### src/mem_params.svh
`ifndef MEM_PARAMS_SVH
`define MEM_PARAMS_SVH

// ==================================================
// Stage-wide sizes
// ==================================================

// Data and byte address width
`define MEM_XLEN 32

// One strobe bit per byte lane
`define MEM_STRB_W 4

// Destination register number
`define MEM_RD_W 5

// Retire queue entries, also the credits held at reset
`define MEM_FIFO_DEPTH 4

// Credit counter must reach MEM_FIFO_DEPTH itself
`define MEM_CREDIT_W 3

`endif

### src/mem_op_pkg.sv
`default_nettype none

`include "mem_params.svh"

// ==================================================
// Instruction-level types for loads and stores
// ==================================================
package mem_op_pkg;

  // Access size from funct3[1:0]
  // funct3[2] selects zero extension on loads
  typedef enum logic [1:0] {
    MEM_SIZE_B = 2'b00,
    MEM_SIZE_H = 2'b01,
    MEM_SIZE_W = 2'b10
  } mem_size_e;

  // Trap codes raised by this stage
  typedef enum logic [1:0] {
    MEM_TRAP_NONE     = 2'b00,
    MEM_TRAP_MISALIGN = 2'b01
  } mem_trap_e;

  // One load or store request
  typedef struct packed {
    // High for stores
    logic                 is_write;
    // Size in [1:0], unsigned load in [2]
    logic [2:0]           funct3;
    // Effective byte address
    logic [`MEM_XLEN-1:0] addr;
    // Store data, low bytes used for B/H
    logic [`MEM_XLEN-1:0] wdata;
    // Load destination
    logic [`MEM_RD_W-1:0] rd;
  } mem_req_t;

endpackage

`default_nettype wire

### src/mem_pipe_pkg.sv
`default_nettype none

`include "mem_params.svh"

// ==================================================
// Types that live inside the stage
// ==================================================
package mem_pipe_pkg;

  import mem_op_pkg::*;

  // One memory word, seen as byte lanes or halfword lanes
  typedef union packed {
    logic [`MEM_STRB_W-1:0][7:0]      lane_b;
    logic [`MEM_STRB_W/2-1:0][15:0]   lane_h;
  } mem_word_u;

  // Retired operation waiting for writeback
  typedef struct packed {
    logic                 is_load;
    logic [2:0]           funct3;
    // Byte offset inside the word
    logic [1:0]           addr_lo;
    logic [`MEM_RD_W-1:0] rd;
    // Raw word as read in the access cycle
    mem_word_u            rdata;
    logic                 trap;
    mem_trap_e            trap_code;
  } mem_entry_t;

  // Result presented at the writeback port
  typedef struct packed {
    logic [`MEM_RD_W-1:0] rd;
    logic                 reg_write;
    logic [`MEM_XLEN-1:0] data;
    logic                 trap;
    mem_trap_e            trap_code;
  } mem_wb_t;

endpackage

`default_nettype wire

### src/mem_access_unit.sv
`default_nettype none

`include "mem_params.svh"

module mem_access_unit
  import mem_op_pkg::*;
  import mem_pipe_pkg::*;
(
  input  logic                   clk,
  input  logic                   rst_n,
  input  logic                   req_valid_i,
  input  mem_req_t               req_i,
  output logic                   req_ready_o,
  output logic                   dmem_ren_o,
  output logic                   dmem_we_o,
  output logic [`MEM_XLEN-1:0]   dmem_addr_o,
  output logic [`MEM_XLEN-1:0]   dmem_wdata_o,
  output logic [`MEM_STRB_W-1:0] dmem_wstrb_o,
  input  logic [`MEM_XLEN-1:0]   dmem_rdata_i,
  input  logic                   credit_return_i,
  output logic                   push_o,
  output mem_entry_t             entry_o
);

  mem_size_e               req_size;
  logic                    misalign;
  logic                    accept;
  mem_word_u               st_word;
  logic [`MEM_STRB_W-1:0]  st_strb;
  logic [`MEM_CREDIT_W-1:0] credit_cnt;

  // ==================================================
  // Size decode and alignment
  // ==================================================
  assign req_size = mem_size_e'(req_i.funct3[1:0]);

  always_comb begin
    case (req_size)
      MEM_SIZE_B: misalign = 1'b0;
      MEM_SIZE_H: misalign = req_i.addr[0];
      // Word, and the unused size code treated as word
      default:    misalign = |req_i.addr[1:0];
    endcase
  end

  // Only with a credit in hand
  assign req_ready_o = (credit_cnt != '0);
  assign accept      = req_valid_i && req_ready_o;

  // ==================================================
  // Store lane placement
  // ==================================================
  always_comb begin
    st_word = '0;
    st_strb = '0;
    case (req_size)
      MEM_SIZE_B: begin
        // Byte goes to the lane picked by addr[1:0]
        st_word.lane_b[req_i.addr[1:0]] = req_i.wdata[7:0];
        st_strb[req_i.addr[1:0]]        = 1'b1;
      end
      MEM_SIZE_H: begin
        // Upper or lower half by addr[1]
        st_word.lane_h[req_i.addr[1]]       = req_i.wdata[15:0];
        st_strb[{req_i.addr[1], 1'b0} +: 2] = 2'b11;
      end
      default: begin
        st_word = req_i.wdata;
        st_strb = '1;
      end
    endcase
  end

  // ==================================================
  // Data memory port
  // ==================================================
  // Misaligned accesses never reach memory
  assign dmem_ren_o   = accept && !req_i.is_write && !misalign;
  assign dmem_we_o    = accept && req_i.is_write && !misalign;
  assign dmem_addr_o  = {req_i.addr[`MEM_XLEN-1:2], 2'b00};
  assign dmem_wdata_o = st_word;
  assign dmem_wstrb_o = req_i.is_write ? st_strb : '0;

  // Push in the acceptance cycle, read word taken as is
  assign push_o = accept;

  always_comb begin
    entry_o.is_load   = !req_i.is_write;
    entry_o.funct3    = req_i.funct3;
    entry_o.addr_lo   = req_i.addr[1:0];
    entry_o.rd        = req_i.rd;
    entry_o.rdata     = dmem_rdata_i;
    entry_o.trap      = misalign;
    entry_o.trap_code = misalign ? MEM_TRAP_MISALIGN : MEM_TRAP_NONE;
  end

  // ==================================================
  // Credit counter
  // ==================================================
  // One credit per free retire queue slot
  always_ff @(posedge clk) begin
    if (!rst_n) begin
      credit_cnt <= `MEM_CREDIT_W'(`MEM_FIFO_DEPTH);
    end else begin
      case ({push_o, credit_return_i})
        2'b10:   credit_cnt <= credit_cnt - 1'b1;
        2'b01:   credit_cnt <= credit_cnt + 1'b1;
        // Spend and return together leave it unchanged
        default: credit_cnt <= credit_cnt;
      endcase
    end
  end

  // A return beyond the depth means the queue popped a slot never pushed
  a_credit_bound: assert property (@(posedge clk) disable iff (!rst_n)
    credit_cnt <= `MEM_CREDIT_W'(`MEM_FIFO_DEPTH));

endmodule

`default_nettype wire

### src/mem_retire_fifo.sv
`default_nettype none

`include "mem_params.svh"

module mem_retire_fifo
  import mem_pipe_pkg::*;
(
  input  logic       clk,
  input  logic       rst_n,
  input  logic       push_i,
  input  mem_entry_t entry_i,
  input  logic       pop_i,
  output mem_entry_t head_o,
  output logic       not_empty_o,
  output logic       credit_return_o
);

  localparam int PTR_W = $clog2(`MEM_FIFO_DEPTH);

  mem_entry_t               fifo_mem [`MEM_FIFO_DEPTH];
  logic [PTR_W-1:0]         wr_ptr;
  logic [PTR_W-1:0]         rd_ptr;
  logic [`MEM_CREDIT_W-1:0] count;
  logic                     do_pop;
  logic                     full;

  assign not_empty_o = (count != '0);
  assign full        = (count == `MEM_CREDIT_W'(`MEM_FIFO_DEPTH));
  assign do_pop      = pop_i && not_empty_o;

  // Head visible right after the push edge
  assign head_o = fifo_mem[rd_ptr];

  // Credit goes back in the cycle of the pop
  assign credit_return_o = do_pop;

  // ==================================================
  // Storage
  // ==================================================
  always_ff @(posedge clk) begin
    if (push_i) begin
      fifo_mem[wr_ptr] <= entry_i;
    end
  end

  // ==================================================
  // Pointers and occupancy
  // ==================================================
  always_ff @(posedge clk) begin
    if (!rst_n) begin
      wr_ptr <= '0;
      rd_ptr <= '0;
      count  <= '0;
    end else begin
      if (push_i) begin
        wr_ptr <= (wr_ptr == PTR_W'(`MEM_FIFO_DEPTH - 1)) ? '0 : wr_ptr + 1'b1;
      end
      if (do_pop) begin
        rd_ptr <= (rd_ptr == PTR_W'(`MEM_FIFO_DEPTH - 1)) ? '0 : rd_ptr + 1'b1;
      end
      case ({push_i, do_pop})
        2'b10:   count <= count + 1'b1;
        2'b01:   count <= count - 1'b1;
        default: count <= count;
      endcase
    end
  end

  // Producer must hold a credit for every push
  a_no_push_full: assert property (@(posedge clk) disable iff (!rst_n)
    push_i |-> !full);

  // Consumer only pops a valid head
  a_no_pop_empty: assert property (@(posedge clk) disable iff (!rst_n)
    pop_i |-> not_empty_o);

endmodule

`default_nettype wire

### src/mem_load_writeback.sv
`default_nettype none

`include "mem_params.svh"

module mem_load_writeback
  import mem_op_pkg::*;
  import mem_pipe_pkg::*;
(
  input  logic       clk,
  input  logic       rst_n,
  input  mem_entry_t head_i,
  input  logic       not_empty_i,
  output logic       pop_o,
  output logic       wb_valid_o,
  output mem_wb_t    wb_o,
  input  logic       wb_ready_i
);

  mem_size_e            ld_size;
  logic                 ld_unsigned;
  logic [7:0]           ld_byte;
  logic [15:0]          ld_half;
  logic [`MEM_XLEN-1:0] ld_ext;
  mem_wb_t              wb_next;

  // ==================================================
  // Load lane select and extension
  // ==================================================
  assign ld_size     = mem_size_e'(head_i.funct3[1:0]);
  assign ld_unsigned = head_i.funct3[2];

  // Same raw word, byte view and halfword view
  assign ld_byte = head_i.rdata.lane_b[head_i.addr_lo];
  assign ld_half = head_i.rdata.lane_h[head_i.addr_lo[1]];

  always_comb begin
    case (ld_size)
      MEM_SIZE_B: ld_ext = {{(`MEM_XLEN-8){ld_byte[7] & !ld_unsigned}}, ld_byte};
      MEM_SIZE_H: ld_ext = {{(`MEM_XLEN-16){ld_half[15] & !ld_unsigned}}, ld_half};
      // Word loads pass through
      default:    ld_ext = head_i.rdata;
    endcase
  end

  // Stores and traps retire without a register write
  always_comb begin
    wb_next.rd        = head_i.rd;
    wb_next.reg_write = head_i.is_load && !head_i.trap;
    wb_next.data      = wb_next.reg_write ? ld_ext : '0;
    wb_next.trap      = head_i.trap;
    wb_next.trap_code = head_i.trap_code;
  end

  // ==================================================
  // Output register
  // ==================================================
  // Pop when empty or draining in this same cycle
  assign pop_o = not_empty_i && (!wb_valid_o || wb_ready_i);

  always_ff @(posedge clk) begin
    if (!rst_n) begin
      wb_valid_o <= 1'b0;
    end else if (pop_o) begin
      wb_valid_o <= 1'b1;
    end else if (wb_ready_i) begin
      wb_valid_o <= 1'b0;
    end
  end

  // Payload only moves on a pop
  always_ff @(posedge clk) begin
    if (pop_o) begin
      wb_o <= wb_next;
    end
  end

  // Result held until the consumer takes it
  a_wb_hold: assert property (@(posedge clk) disable iff (!rst_n)
    (wb_valid_o && !wb_ready_i) |=> (wb_valid_o && $stable(wb_o)));

endmodule

`default_nettype wire

### src/mem_stage_top.sv
`default_nettype none

`include "mem_params.svh"

module mem_stage_top
  import mem_op_pkg::*;
  import mem_pipe_pkg::*;
(
  input  logic                   clk,
  input  logic                   rst_n,
  input  logic                   req_valid_i,
  input  mem_req_t               req_i,
  output logic                   req_ready_o,
  output logic                   dmem_ren_o,
  output logic                   dmem_we_o,
  output logic [`MEM_XLEN-1:0]   dmem_addr_o,
  output logic [`MEM_XLEN-1:0]   dmem_wdata_o,
  output logic [`MEM_STRB_W-1:0] dmem_wstrb_o,
  input  logic [`MEM_XLEN-1:0]   dmem_rdata_i,
  output logic                   wb_valid_o,
  output mem_wb_t                wb_o,
  input  logic                   wb_ready_i
);

  // Access unit to retire queue
  logic       push;
  mem_entry_t entry;
  logic       credit_return;

  // Retire queue to writeback
  mem_entry_t head;
  logic       not_empty;
  logic       pop;

  // ==================================================
  // Producer, buffer, consumer
  // ==================================================
  mem_access_unit u_access (
    .clk            (clk),
    .rst_n          (rst_n),
    .req_valid_i    (req_valid_i),
    .req_i          (req_i),
    .req_ready_o    (req_ready_o),
    .dmem_ren_o     (dmem_ren_o),
    .dmem_we_o      (dmem_we_o),
    .dmem_addr_o    (dmem_addr_o),
    .dmem_wdata_o   (dmem_wdata_o),
    .dmem_wstrb_o   (dmem_wstrb_o),
    .dmem_rdata_i   (dmem_rdata_i),
    .credit_return_i(credit_return),
    .push_o         (push),
    .entry_o        (entry)
  );

  mem_retire_fifo u_retire (
    .clk            (clk),
    .rst_n          (rst_n),
    .push_i         (push),
    .entry_i        (entry),
    .pop_i          (pop),
    .head_o         (head),
    .not_empty_o    (not_empty),
    .credit_return_o(credit_return)
  );

  mem_load_writeback u_wb (
    .clk        (clk),
    .rst_n      (rst_n),
    .head_i     (head),
    .not_empty_i(not_empty),
    .pop_o      (pop),
    .wb_valid_o (wb_valid_o),
    .wb_o       (wb_o),
    .wb_ready_i (wb_ready_i)
  );

endmodule

`default_nettype wire

### config.mk
export PLATFORM = sky130hd
export DESIGN_NAME = mem_stage_top
export DESIGN_NICKNAME = d
export VERILOG_FILES = /design/src/mem_op_pkg.sv /design/src/mem_pipe_pkg.sv /design/src/mem_access_unit.sv /design/src/mem_retire_fifo.sv /design/src/mem_load_writeback.sv /design/src/mem_stage_top.sv
export VERILOG_INCLUDE_DIRS = /design/src
export SDC_FILE = /design/constraint.sdc
export NUM_CORES = 1
export LEC_CHECK = 0
export BUFFER_PORTS_ARGS = -buffer_cell sky130_fd_sc_hd__buf_4
export CORE_MARGIN = 1.5
export CORE_UTILIZATION = 36
export CTS_CLUSTER_SIZE = 10
export DETAILED_ROUTE_END_ITERATION = 10
export PLACE_DENSITY = 0.67
export SETUP_SLACK_MARGIN = 0.15
export SYNTH_ARGS = -nofsm -noshare
export SYNTH_HDL_FRONTEND = slang
export SYNTH_SLANG_ARGS = --single-unit
### constraint.sdc
create_clock -name clk -period 14.02 [get_ports clk]
set_clock_uncertainty 0.05 [all_clocks]
set_input_delay 2.804 -clock clk [delete_from_list [all_inputs] [get_ports clk]]
set_output_delay 2.804 -clock clk [all_outputs]
set_load 0.05 [all_outputs]
After elaboration in Yosys (flattened, before gate mapping)

Memories as Yosys holds them, arrays and structs flattened. A register that Yosys moved wholly into a read port is not among the register bits.
Cells that the tools add are included.
Widths: inputs -> output; s select.

Register bits: 52
Bits in writable memories: 180
Bits of input ports: 109
Output and inout bits: 113
Word-level logic and storage cells: 86
Memories kept: 1

$add $sub $neg: 7
Order comparisons: 6
Eq/ne operators: 6
Shifts and indexed selects: 2
Mux-type cells: 26
Bitwise operators: 5
Reduce and logical (&&, ||, !) cells: 23

Memory list:

| memory            | words | bits a word | rd ports | clocked after memory_dff | wr ports | line                  | RTL |
|---|---|---|---|---|---|---|---|
| u_retire.fifo_mem | 4     | 45          | 1        | 1                        | 1        | mem_retire_fifo.sv:20 | `` mem_entry_t fifo_mem [`MEM_FIFO_DEPTH]; `` |

Operator list:

| operator            | number |
|---|---|
| $pmux 32 s2         | 2 |
| $and 32x32->32      | 2 |
| $mux 16             | 3 |
| $bmux 8 s2          | 1 |
| $demux 16 s1        | 1 |
| $demux 8 s2         | 1 |
| $mux 8              | 2 |
| $pmux 3 s2          | 2 |
| $logic_and 1x1->1   | 10 |
| $mux 2              | 4 |
| $pmux 4 s2          | 1 |
| $add 3x1->3 const B | 2 |
| $eq 2x1->1 const B  | 3 |
| $eq 2x2->1 const B  | 3 |
| $lt 2x3->1 const B  | 2 |
| $mux 1              | 6 |
| $reduce_bool 3->1   | 2 |
| $sub 3x1->3 const B | 2 |
| $logic_not 1->1     | 5 |
| $add 2x1->2 const B | 2 |
| $and 4x4->4         | 1 |
| $logic_not 2->1     | 2 |
| $lt 1x2->1 const B  | 2 |
| $mux 4              | 1 |
| 11 further kinds    | 13 |

Depth between registers and ports, before layout

Gate-level depths: netlist of run 1.

Depth in word-level cells: 6
Depth in mapped cells: 10

By module

Synthesis of run 1 repeated with hierarchy kept, for this count alone.

Cell total of the unflattened synthesis: 656
Area, all modules: 10628.9 µm²

By module, submodules not included:

| module             | times used | cells an instance | area each (µm²) | sequential area each (µm²) |
|---|---|---|---|---|
| mem_retire_fifo    | 1          | 290               | 7164.4          | 5705.5 |
| mem_load_writeback | 1          | 181               | 2183.3          | 1251.2 |
| mem_access_unit    | 1          | 185               | 1281.2          | 60.1 |

Worst setup path before layout of run 1

No wires, ideal clock.

Path type: input to output
Start: in req_i[37] in the netlist's numbering
End: out dmem_wstrb_o[1]
Arrival: 4374 ps
Path slack: 6792 ps
Stages: 4
Buffers on the path: 0
Cells stage by stage: nor2b_1 > nor3b_1 > nor2_1 > nor2_1

Word-level cells in the longest chain between the ends: 6

Ends and longest elaborated chain:

| element                                                               | line                  | RTL |
|---|---|---|
| start: declaration                                                    | mem_stage_top.sv:12   | `input mem_req_t req_i,` |
| $lt 2x3->1 (implied by the code) / $ge 2x1->1 (equally long branches) | mem_access_unit.sv:60 | `st_strb[req_i.addr[1:0]] = 1'b1;` |
| $logic_and 1x1->1 (implied by the code)                               | mem_access_unit.sv:60 |  |
| $mux 1 (implied by the code)                                          | mem_access_unit.sv:60 |  |
| $demux 1 s2 *                                                         | -                     |  |
| $pmux 4 s2 *                                                          | mem_access_unit.sv:56 | `case (req_size)` |
| $mux 4 *                                                              | mem_access_unit.sv:82 | `assign dmem_wstrb_o = req_i.is_write ? st_strb : '0;` |
| end: declaration                                                      | mem_stage_top.sv:18   | `` output logic [`MEM_STRB_W-1:0] dmem_wstrb_o, `` |

Every way passes the cells marked *; elsewhere a longest branch is shown, timed or not.

Worst setup path after layout of run 1

Start: in req_i[69] in the netlist's numbering
End: out dmem_wdata_o[15]

Word-level cells in the longest chain between the ends: 2

Ends and longest elaborated chain:

| element                                              | line                  | RTL |
|---|---|---|
| $eq 2x1->1 / $logic_not 2->1 (equally long branches) | mem_access_unit.sv:56 |  |
| $pmux 32 s2 *                                        | mem_access_unit.sv:56 |  |
| end: declaration                                     | mem_stage_top.sv:17   | `` output logic [`MEM_XLEN-1:0] dmem_wdata_o, `` |

Marked as above.

==> metrics.csv, run 1 <==
metric,value,unit
status,completed,
async_flop_share,0,
path_clk_slew,0.05,ns
p_leak,4.19,nW
fp.coreArea,0.0262,mm²
r2r-end,u_wb.wb_o[33],
drc_errors,0,
globalRouteOverflowTotal,0,
p_comb_frac,0.369,
die_height,167,µm
worst_hold_path_type,flip-flop to flip-flop,
synth_area_leader_cell,edfxtp_1,
crit_arrival,4.53,ns
cts-resized-gates,0,
path_class,primary input to output pin,
drtAntennaViolNets,0,
port-buffer-count,158,
cts_buffers,26,
ioPinCount,222,
yosysSeqAreaShare,0.694,
path_cells,buf_4 > nor2b_1 > nor3b_1 > a22o_1 > buf_4,
crit_buf_inv,2,
clockBufferDepth,3,
dieArea,0.0279,mm²
seq_power_share,0.395,
slowest_stage,nor3b_1,
cp_num_cells,5,
start_util,0.369,
post_drt_wl_per_cell,20.7,µm
grt_max_degree,46,
diodes,0,
synthFlopType,edfxtp_1,
fin_setup_tns,0,ns
synthMostInstantiatedCell,edfxtp_1,
ys_ff_latch,228,
rows,59,
end_kind,output pin,
finalNonFillerCells,1032,
clkLatencyLatePin,0.52,ns
cap_viol_max_count,0,
worst_slack,6.64,ns
cts.sinks,228,
wirelength,21.4,mm
worst_pin_slew,1.09,ns
synth-edff-count,215,
avgViaCountPerCell,5.17,
p_per_area,205,mW/mm²
cts_max_level,1,
antenna_found_initial,0,
yosysWarnings,0,
hold_depth,2,
syn2layout_area_growth,20.0,%
dp_cells,1003,
synthDistinctLibCells,45,
p_int,1.52,mW
drive_gt1_frac,0.347,
worst_r2r_path_depth,6,
p_sw,0.859,mW
dp_slack,6.66,ns
min_to,u_access.credit_cnt[2],
synth_top_cells_by_area,"edfxtp_1, mux4_2, mux4_1, buf_4, dfxtp_1",
finalSetupViolations,0,
cts-root-buf,clkbuf_16,
r2r_setup_slack,10.72,ns
switching_share,0.361,
cts_hold_buf,0,
worstHoldStart,u_access.credit_cnt[2],
critPathRequiredTime,11.17,ns
synthTopCellsByCount,"edfxtp_1, buf_4, a21oi_1",
rsz0062_at_grt,false,
cts_tree,yes,
grt_use_total,0.152,
hold_ws,0.462,ns
drt-initial-drc-count,443,
grt_first_pass_wirelength,32.4,mm
gp_congestion,0.828,
synth_top_area_frac,0.667,
syn_inst,561,
cp_top_family,simple AND/OR/NAND/NOR gates,
die_w,167,µm
period_share,0.527,
drt_pre_antenna_iters,8,
syn_avg_cell_area,17.2,µm²
num_vias,5333,
finish.utilization,0.443,
crit_start,req_i[69],
max_freq,135,MHz
relSlewSlack,0.273,
start_kind,primary input,
dp_hpwl,14.0,mm
cp_slowest_stage_delay,0.91,ns
report.final.hold_viol_count,0,
peakVddDrop,0.0000890,V
grt_pass1_vias,5702,
postCtsSetupBuffers,0,
netlist_area,0.00967,mm²
fin_crit,7.38,ns
final_nets,813,
worstPathMaxFanout,9,
crit_top_cell,buf_4,
clockPowerShare,0.237,
final_max_slew_viol_count,0,
## metrics by stage
step	cell area (µm²)	total power, mW
floorplan	9680	1.61
global placement	10900	1.83
detailed placement	10900	1.84
CTS	11600	2.41
global route	11600	2.49
finish	11600	2.38
## registers in the layout, indices dropped and copies added (netlist names), named ones only
name / count
u_retire.wr_ptr: 2
u_retire.count: 3
u_access.credit_cnt: 3
u_wb.wb_valid_o: 1
u_wb.wb_o: 39
u_retire.rd_ptr: 2
u_retire.fifo_mem: 176
## worst min-delay path, delay by kind of cell (launching register included)
kind / cells / cell delay [ns]
flops: 1 / 0.32
simple gates: 1 / 0.06
mux: 1 / 0.10
## logic make-up (layout without fill, tap and decap cells)
family	count (synthesis)	in the layout	synth area share
muxes	60	60	0.126
adders and majority gates	8	8	0.0103
other	1	3	0.000388
DFF	228	228	0.694
and+or+nand+nor	90	90	0.0453
AOI/OAI and AO/OA	92	92	0.0688
xor gates and xnor gates	5	5	0.00453
buffers and inverters	77	211	0.0508
## cells in the final DEF (no fill, tap or decap), drive strengths merged, types with 7 or more instances in the layout
master  count
edfxtp    215
mux4       43
inv        15
nand2      23
a21oi      30
nor2       27
a211oi      8
mux2i       7
a22o       16
and2       17
clkbuf     28
dfxtp      13
a222oi     14
mux2       10
buf       167
o21ai       9
ha          8
## layout make-up
class | count | area (µm²)
Clock buffer | 28 | 658
Fill cell | 2308 | 14600
Multi-Input combinational cell | 258 | 2490
Clock inverter | 1 | 16.3
Timing Repair Buffer | 167 | 1250
Tap cell | 335 | 419
Sequential cell | 228 | 6720
Inverter | 15 | 56.3
## how the worst max path moves through the flow
stage                       endpoint  slack [ns]
floorplan            dmem_wstrb_o[1]        6.79
global placement    dmem_wdata_o[15]        6.73
detailed placement  dmem_wdata_o[13]        6.66
CTS                 dmem_wdata_o[13]        6.65
global route         dmem_wstrb_o[1]        6.40
finish              dmem_wdata_o[15]        6.64
## layer usage
metal / up-vias / global-route usage / routed length [µm]
met1: 2617 / 0.184 / 8740
met3: 48 / 0.0302 / 1380
met2: 225 / 0.275 / 10700
met4: 0 / 0.0451 / 513
li1: 2443 / - / -
met5: - / 0 / 0
## power by group through the flow
stage | clock (mW) | sequential [mW] | combinational [mW]
detailed placement | 0 | 0.954 | 0.887
global route | 0.601 | 0.949 | 0.937
floorplan | 0 | 1.16 | 0.455
finish | 0.563 | 0.939 | 0.878
global placement | 0 | 0.951 | 0.877
CTS | 0.576 | 0.941 | 0.890
Note: power is estimated with default switching activity, not from simulation.
==> inputs of run 2 (changes only) <==
==> constraint.sdc (replaced) <==
create_clock -name clk -period 6.8 [get_ports clk]
set_clock_uncertainty 0.05 [all_clocks]
set_input_delay 1.36 -clock clk [delete_from_list [all_inputs] [get_ports clk]]
set_output_delay 1.36 -clock clk [all_outputs]
set_load 0.05 [all_outputs]
==> metrics.csv, run 2 (synthesis gave the netlist of run 1 again) <==
metric,value,unit
finish.utilization,0.446,
wirelength,21.4,mm
min_to,u_retire.wr_ptr[1],
relSlewSlack,0.270,
worst_slack,2.32,ns
num_vias,5382,
post_drt_wl_per_cell,20.5,µm
path_cells,buf_4 > nor2b_1 > nor3b_1 > a22o_1 > buf_4,
postLayoutCellArea,0.0117,mm²
final_nets,814,
worstPathMaxFanout,9,
r2r_setup_slack,3.56,ns
end_kind,output pin,
clkLatencyLatePin,0.52,ns
crit_top_cell,buf_4,
cts.sinks,228,
fin_crit,4.48,ns
avgViaCountPerCell,5.17,
regMostFlops,u_retire.fifo_mem,
grt_max_degree,46,
drc_errors,0,
switching_share,0.359,
cts-resized-gates,0,
die_w,167,µm
hold_depth,2,
peakVddDrop,0.000169,V
grt_pass1_vias,5574,
top_regs,"u_retire.fifo_mem x176, u_wb.wb_o x39",
p_comb_frac,0.359,
slowest_stage,nor3b_1,
cp_slowest_stage_delay,0.89,ns
start_kind,primary input,
cts_hold_buf,0,
p_per_area,426,mW/mm²
grt_use_total,0.153,
critPathRequiredTime,5.39,ns
syn2layout_area_growth,20.7,%
dieArea,0.0279,mm²
cts-root-buf,clkbuf_16,
ioPinCount,222,
final_max_slew_viol_count,0,
path_class,primary input to output pin,
fillCellCount,2285,
postCtsSetupBuffers,0,
rows,59,
start_util,0.369,
final_common_cell,edfxtp_1,
fp.coreArea,0.0262,mm²
worstHoldStart,u_retire.wr_ptr[1],
period_share,0.659,
port-buffer-count,158,
worst_pin_slew,1.08,ns
drt-initial-drc-count,374,
worst_hold_path_type,flip-flop to flip-flop,
cts_max_level,1,
globalRouteOverflowTotal,0,
p_leak,4.22,nW
antenna_found_initial,0,
worst_r2r_path_depth,6,
drt_pre_antenna_iters,5,
gp_congestion,0.829,
drive_gt1_frac,0.347,
clockPowerShare,0.248,
diodes,0,
die_height,167,µm
grt_first_pass_wirelength,32.4,mm
rsz0062_at_grt,false,
cts_buffers,27,
dp_hpwl,13.8,mm
cap_viol_max_count,0,
p_sw,1.79,mW
dp_slack,2.33,ns
p_int,3.19,mW
r2r-end,u_wb.wb_o[33],
clockBufferDepth,3,
fin_setup_tns,0,ns
finalSetupViolations,0,
drtAntennaViolNets,0,
path_clk_slew,0.05,ns
crit_arrival,3.07,ns
cts_tree,yes,
final_cell_mix,"edfxtp_1, buf_4, a21oi_1",
largest_reg_flops,176,
report.final.hold_viol_count,0,
max_freq,223,MHz
place_area,0.0109,mm²
status,completed,
seq_power_share,0.394,
## run 2: cell count changes in the layout (fill, tap and decap cells not counted)
cell / delta
clkinv_1: +1
clkinv_8: -1
clkbuf_8: +1
clkbuf_16: +1
inv_6: +2
clkbuf_1: +6
## run 2: worst max-delay path by stage
stage                                  end  depth (start not counted)  slack, ns  startpoint
finish                    dmem_wdata_o[14]                          5       2.32   req_i[69]
global route               dmem_wstrb_o[1]                          6       2.21   req_i[37]
CTS                       dmem_wdata_o[14]                          5       2.33   req_i[69]
detailed placement        dmem_wdata_o[14]                          5       2.33   req_i[69]
global placement          dmem_wdata_o[15]                          5       2.40   req_i[69]
floorplan           u_access.credit_cnt[2]                          8       1.91  wb_ready_i
## run 2: critical path, delay by kind of cell
family                 cells  cell delay, ns
buffers and inverters      2            0.34
AO/OA/AOI/OAI              1            0.28
AND/OR/NAND/NOR            2            1.08
## run 2: area by class of cell
type	instances	area, µm²	area share
sequential	228	6720	0.576
timing repair buffer	167	1250	0.107
clock buffer	36	719	0.0616
multi-input combinational	258	2490	0.213
tap	335	419	0.0359
clock inverter	3	21.3	0.00182
inverter	15	56.3	0.00482
## run 2: power groups by stage
stage	sequential (mW)	combinational (mW)	clock, mW
after floorplan	2.39	0.939	0
after global placement	1.99	1.78	0
after detailed placement	1.99	1.80	0
after CTS	1.97	1.80	1.27
after global routing	1.99	1.90	1.33
final	1.96	1.78	1.23
## run 2: through the flow
| step | hold WS (ns) | cells | power, mW |
|---|---|---|---|
| finish | 0.447 | 1042 | 4.98 |
| global route | 0.495 | 1042 | 5.21 |
| CTS | 0.456 | 1042 | 5.04 |
| detailed placement | 0.448 | 1003 | 3.79 |
| global placement | 0.443 | 1003 | 3.77 |
| floorplan | 0.425 | 563 | 3.33 |
## run 2: layer usage
layer,wire length [µm],share of wire,global-route usage,vias to the layer above
met5,0,0,0,-
met4,602,0.028,0.0549,0
met3,1660,0.078,0.0321,56
met2,10700,0.50,0.268,257
met1,8460,0.40,0.186,2607
li1,-,-,-,2462
==> inputs of run 3 (changes only) <==
==> constraint.sdc (replaced) <==
create_clock -name clk -period 4.56 [get_ports clk]
set_clock_uncertainty 0.05 [all_clocks]
set_input_delay 0.912 -clock clk [delete_from_list [all_inputs] [get_ports clk]]
set_output_delay 0.912 -clock clk [all_outputs]
set_load 0.05 [all_outputs]
==> metrics.csv, run 3 (synthesis gave the netlist of run 1 again) <==
metric,value,unit
status,completed,
report.final.hold_viol_count,0,
ioPinCount,222,
critPathRequiredTime,3.60,ns
port-buffer-count,158,
syn2layout_area_growth,20.7,%
grt_first_pass_wirelength,32.1,mm
worstPathMaxFanout,9,
cp_slowest_stage_delay,0.66,ns
p_leak,4.23,nW
cts_hold_buf,0,
peakVddDrop,0.000360,V
worst_hold_path_type,flip-flop to flip-flop,
globalRouteOverflowTotal,0,
cap_viol_max_count,0,
crit_arrival,2.29,ns
cts-root-buf,clkbuf_16,
end_kind,output pin,
finalNonFillerCells,1045,
fin_crit,3.25,ns
wirelength,21.2,mm
largest_reg_flops,176,
cts-resized-gates,0,
grt_use_total,0.150,
cts_buffers,26,
worst_r2r_path_depth,5,
worst_pin_slew,1.03,ns
slowest_stage,o21ai_0,
p_per_area,632,mW/mm²
postCtsSetupBuffers,0,
drt_pre_antenna_iters,7,
post_drt_wl_per_cell,20.3,µm
drtAntennaViolNets,0,
final_cell_mix,"edfxtp_1, buf_4, a21oi_1",
clockBufferDepth,3,
die_w,167,µm
path_class,primary input to output pin,
avgViaCountPerCell,5.18,
period_share,0.713,
drive_gt1_frac,0.346,
start_util,0.369,
diodes,0,
cts_tree,yes,
die_height,167,µm
cts_max_level,1,
final_common_cell,edfxtp_1,
antenna_found_initial,0,
grt_pass1_vias,5620,
rows,59,
final_max_slew_viol_count,0,
finalSetupViolations,0,
cts.sinks,228,
start_kind,primary input,
path_clk_slew,0.05,ns
dp_hpwl,14.2,mm
path_cells,buf_4 > nor2b_1 > o21ai_0 > and2_1 > buf_4,
drt-initial-drc-count,401,
hold_depth,2,
final_nets,817,
regMostFlops,u_retire.fifo_mem,
dieArea,0.0279,mm²
power,7.38,mW
fp.coreArea,0.0262,mm²
crit_top_cell,buf_4,
fin_setup_tns,0,ns
num_vias,5412,
relSlewSlack,0.316,
rsz0062_at_grt,false,
drc_errors,0,
grt_max_degree,45,
dp_cells,1007,
gp_congestion,0.802,
max_freq,307,MHz
clkLatencyLatePin,0.51,ns
top_regs,"u_retire.fifo_mem x176, u_wb.wb_o x39",
[run 3: layout make-up]
class | count | area (µm²)
Fill cell | 2313 | 14500
Sequential cell | 228 | 6720
Multi-Input combinational cell | 258 | 2490
Timing Repair Buffer | 171 | 1280
Clock buffer | 38 | 717
Tap cell | 335 | 419
Inverter | 15 | 56.3
[run 3: path summary, 6_finish.rpt]
check | end | slack (ns) | from
setup / recovery | dmem_wdata_o[7] | 1.31 | req_i[37]
setup reg to reg | u_wb.wb_o[26] | 1.57 | flip-flop
hold / removal | u_retire.wr_ptr[1] | 0.46 | u_retire.wr_ptr[1]
hold reg to reg | u_retire.wr_ptr[1] | 0.46 | u_retire.wr_ptr[1]
[run 3: layer usage]
metal  GRT usage  up-vias  share of wire
li1            -     2463              -
met1       0.190     2658           0.42
met2       0.260      237           0.49
met3      0.0335       54          0.073
met4      0.0399        0          0.022
met5           0        -              0
[run 3: power breakdown]
group          internal (mW)  total, mW  switching, mW  leakage (nW)
Combinational          0.910       2.64           1.73          1.77
Sequential              2.77       2.95          0.180          2.10
Clock                   1.07       1.79          0.727         0.346
[run 3: worst max-delay path, delay by kind of cell]
family / cells / cell delay (ns)
buf+inv: 2 / 0.33
simple gates: 2 / 0.38
compound gates: 1 / 0.66
[run 3: metrics by stage]
| step | area (µm²) | worst slack [ns] | hold slack [ns] | util |
|---|---|---|---|---|
| 2_1_floorplan | 9680 | 0.839 | 0.425 | - |
| 3_3_place_gp | 11000 | 1.38 | 0.447 | 0.418 |
| 3_5_place_dp | 11000 | 1.29 | 0.450 | 0.418 |
| 4_1_cts | 11700 | 1.28 | 0.457 | 0.446 |
| 5_1_grt | 11700 | 1.12 | 0.494 | 0.446 |
| 6_report | 11700 | 1.31 | 0.455 | 0.446 |
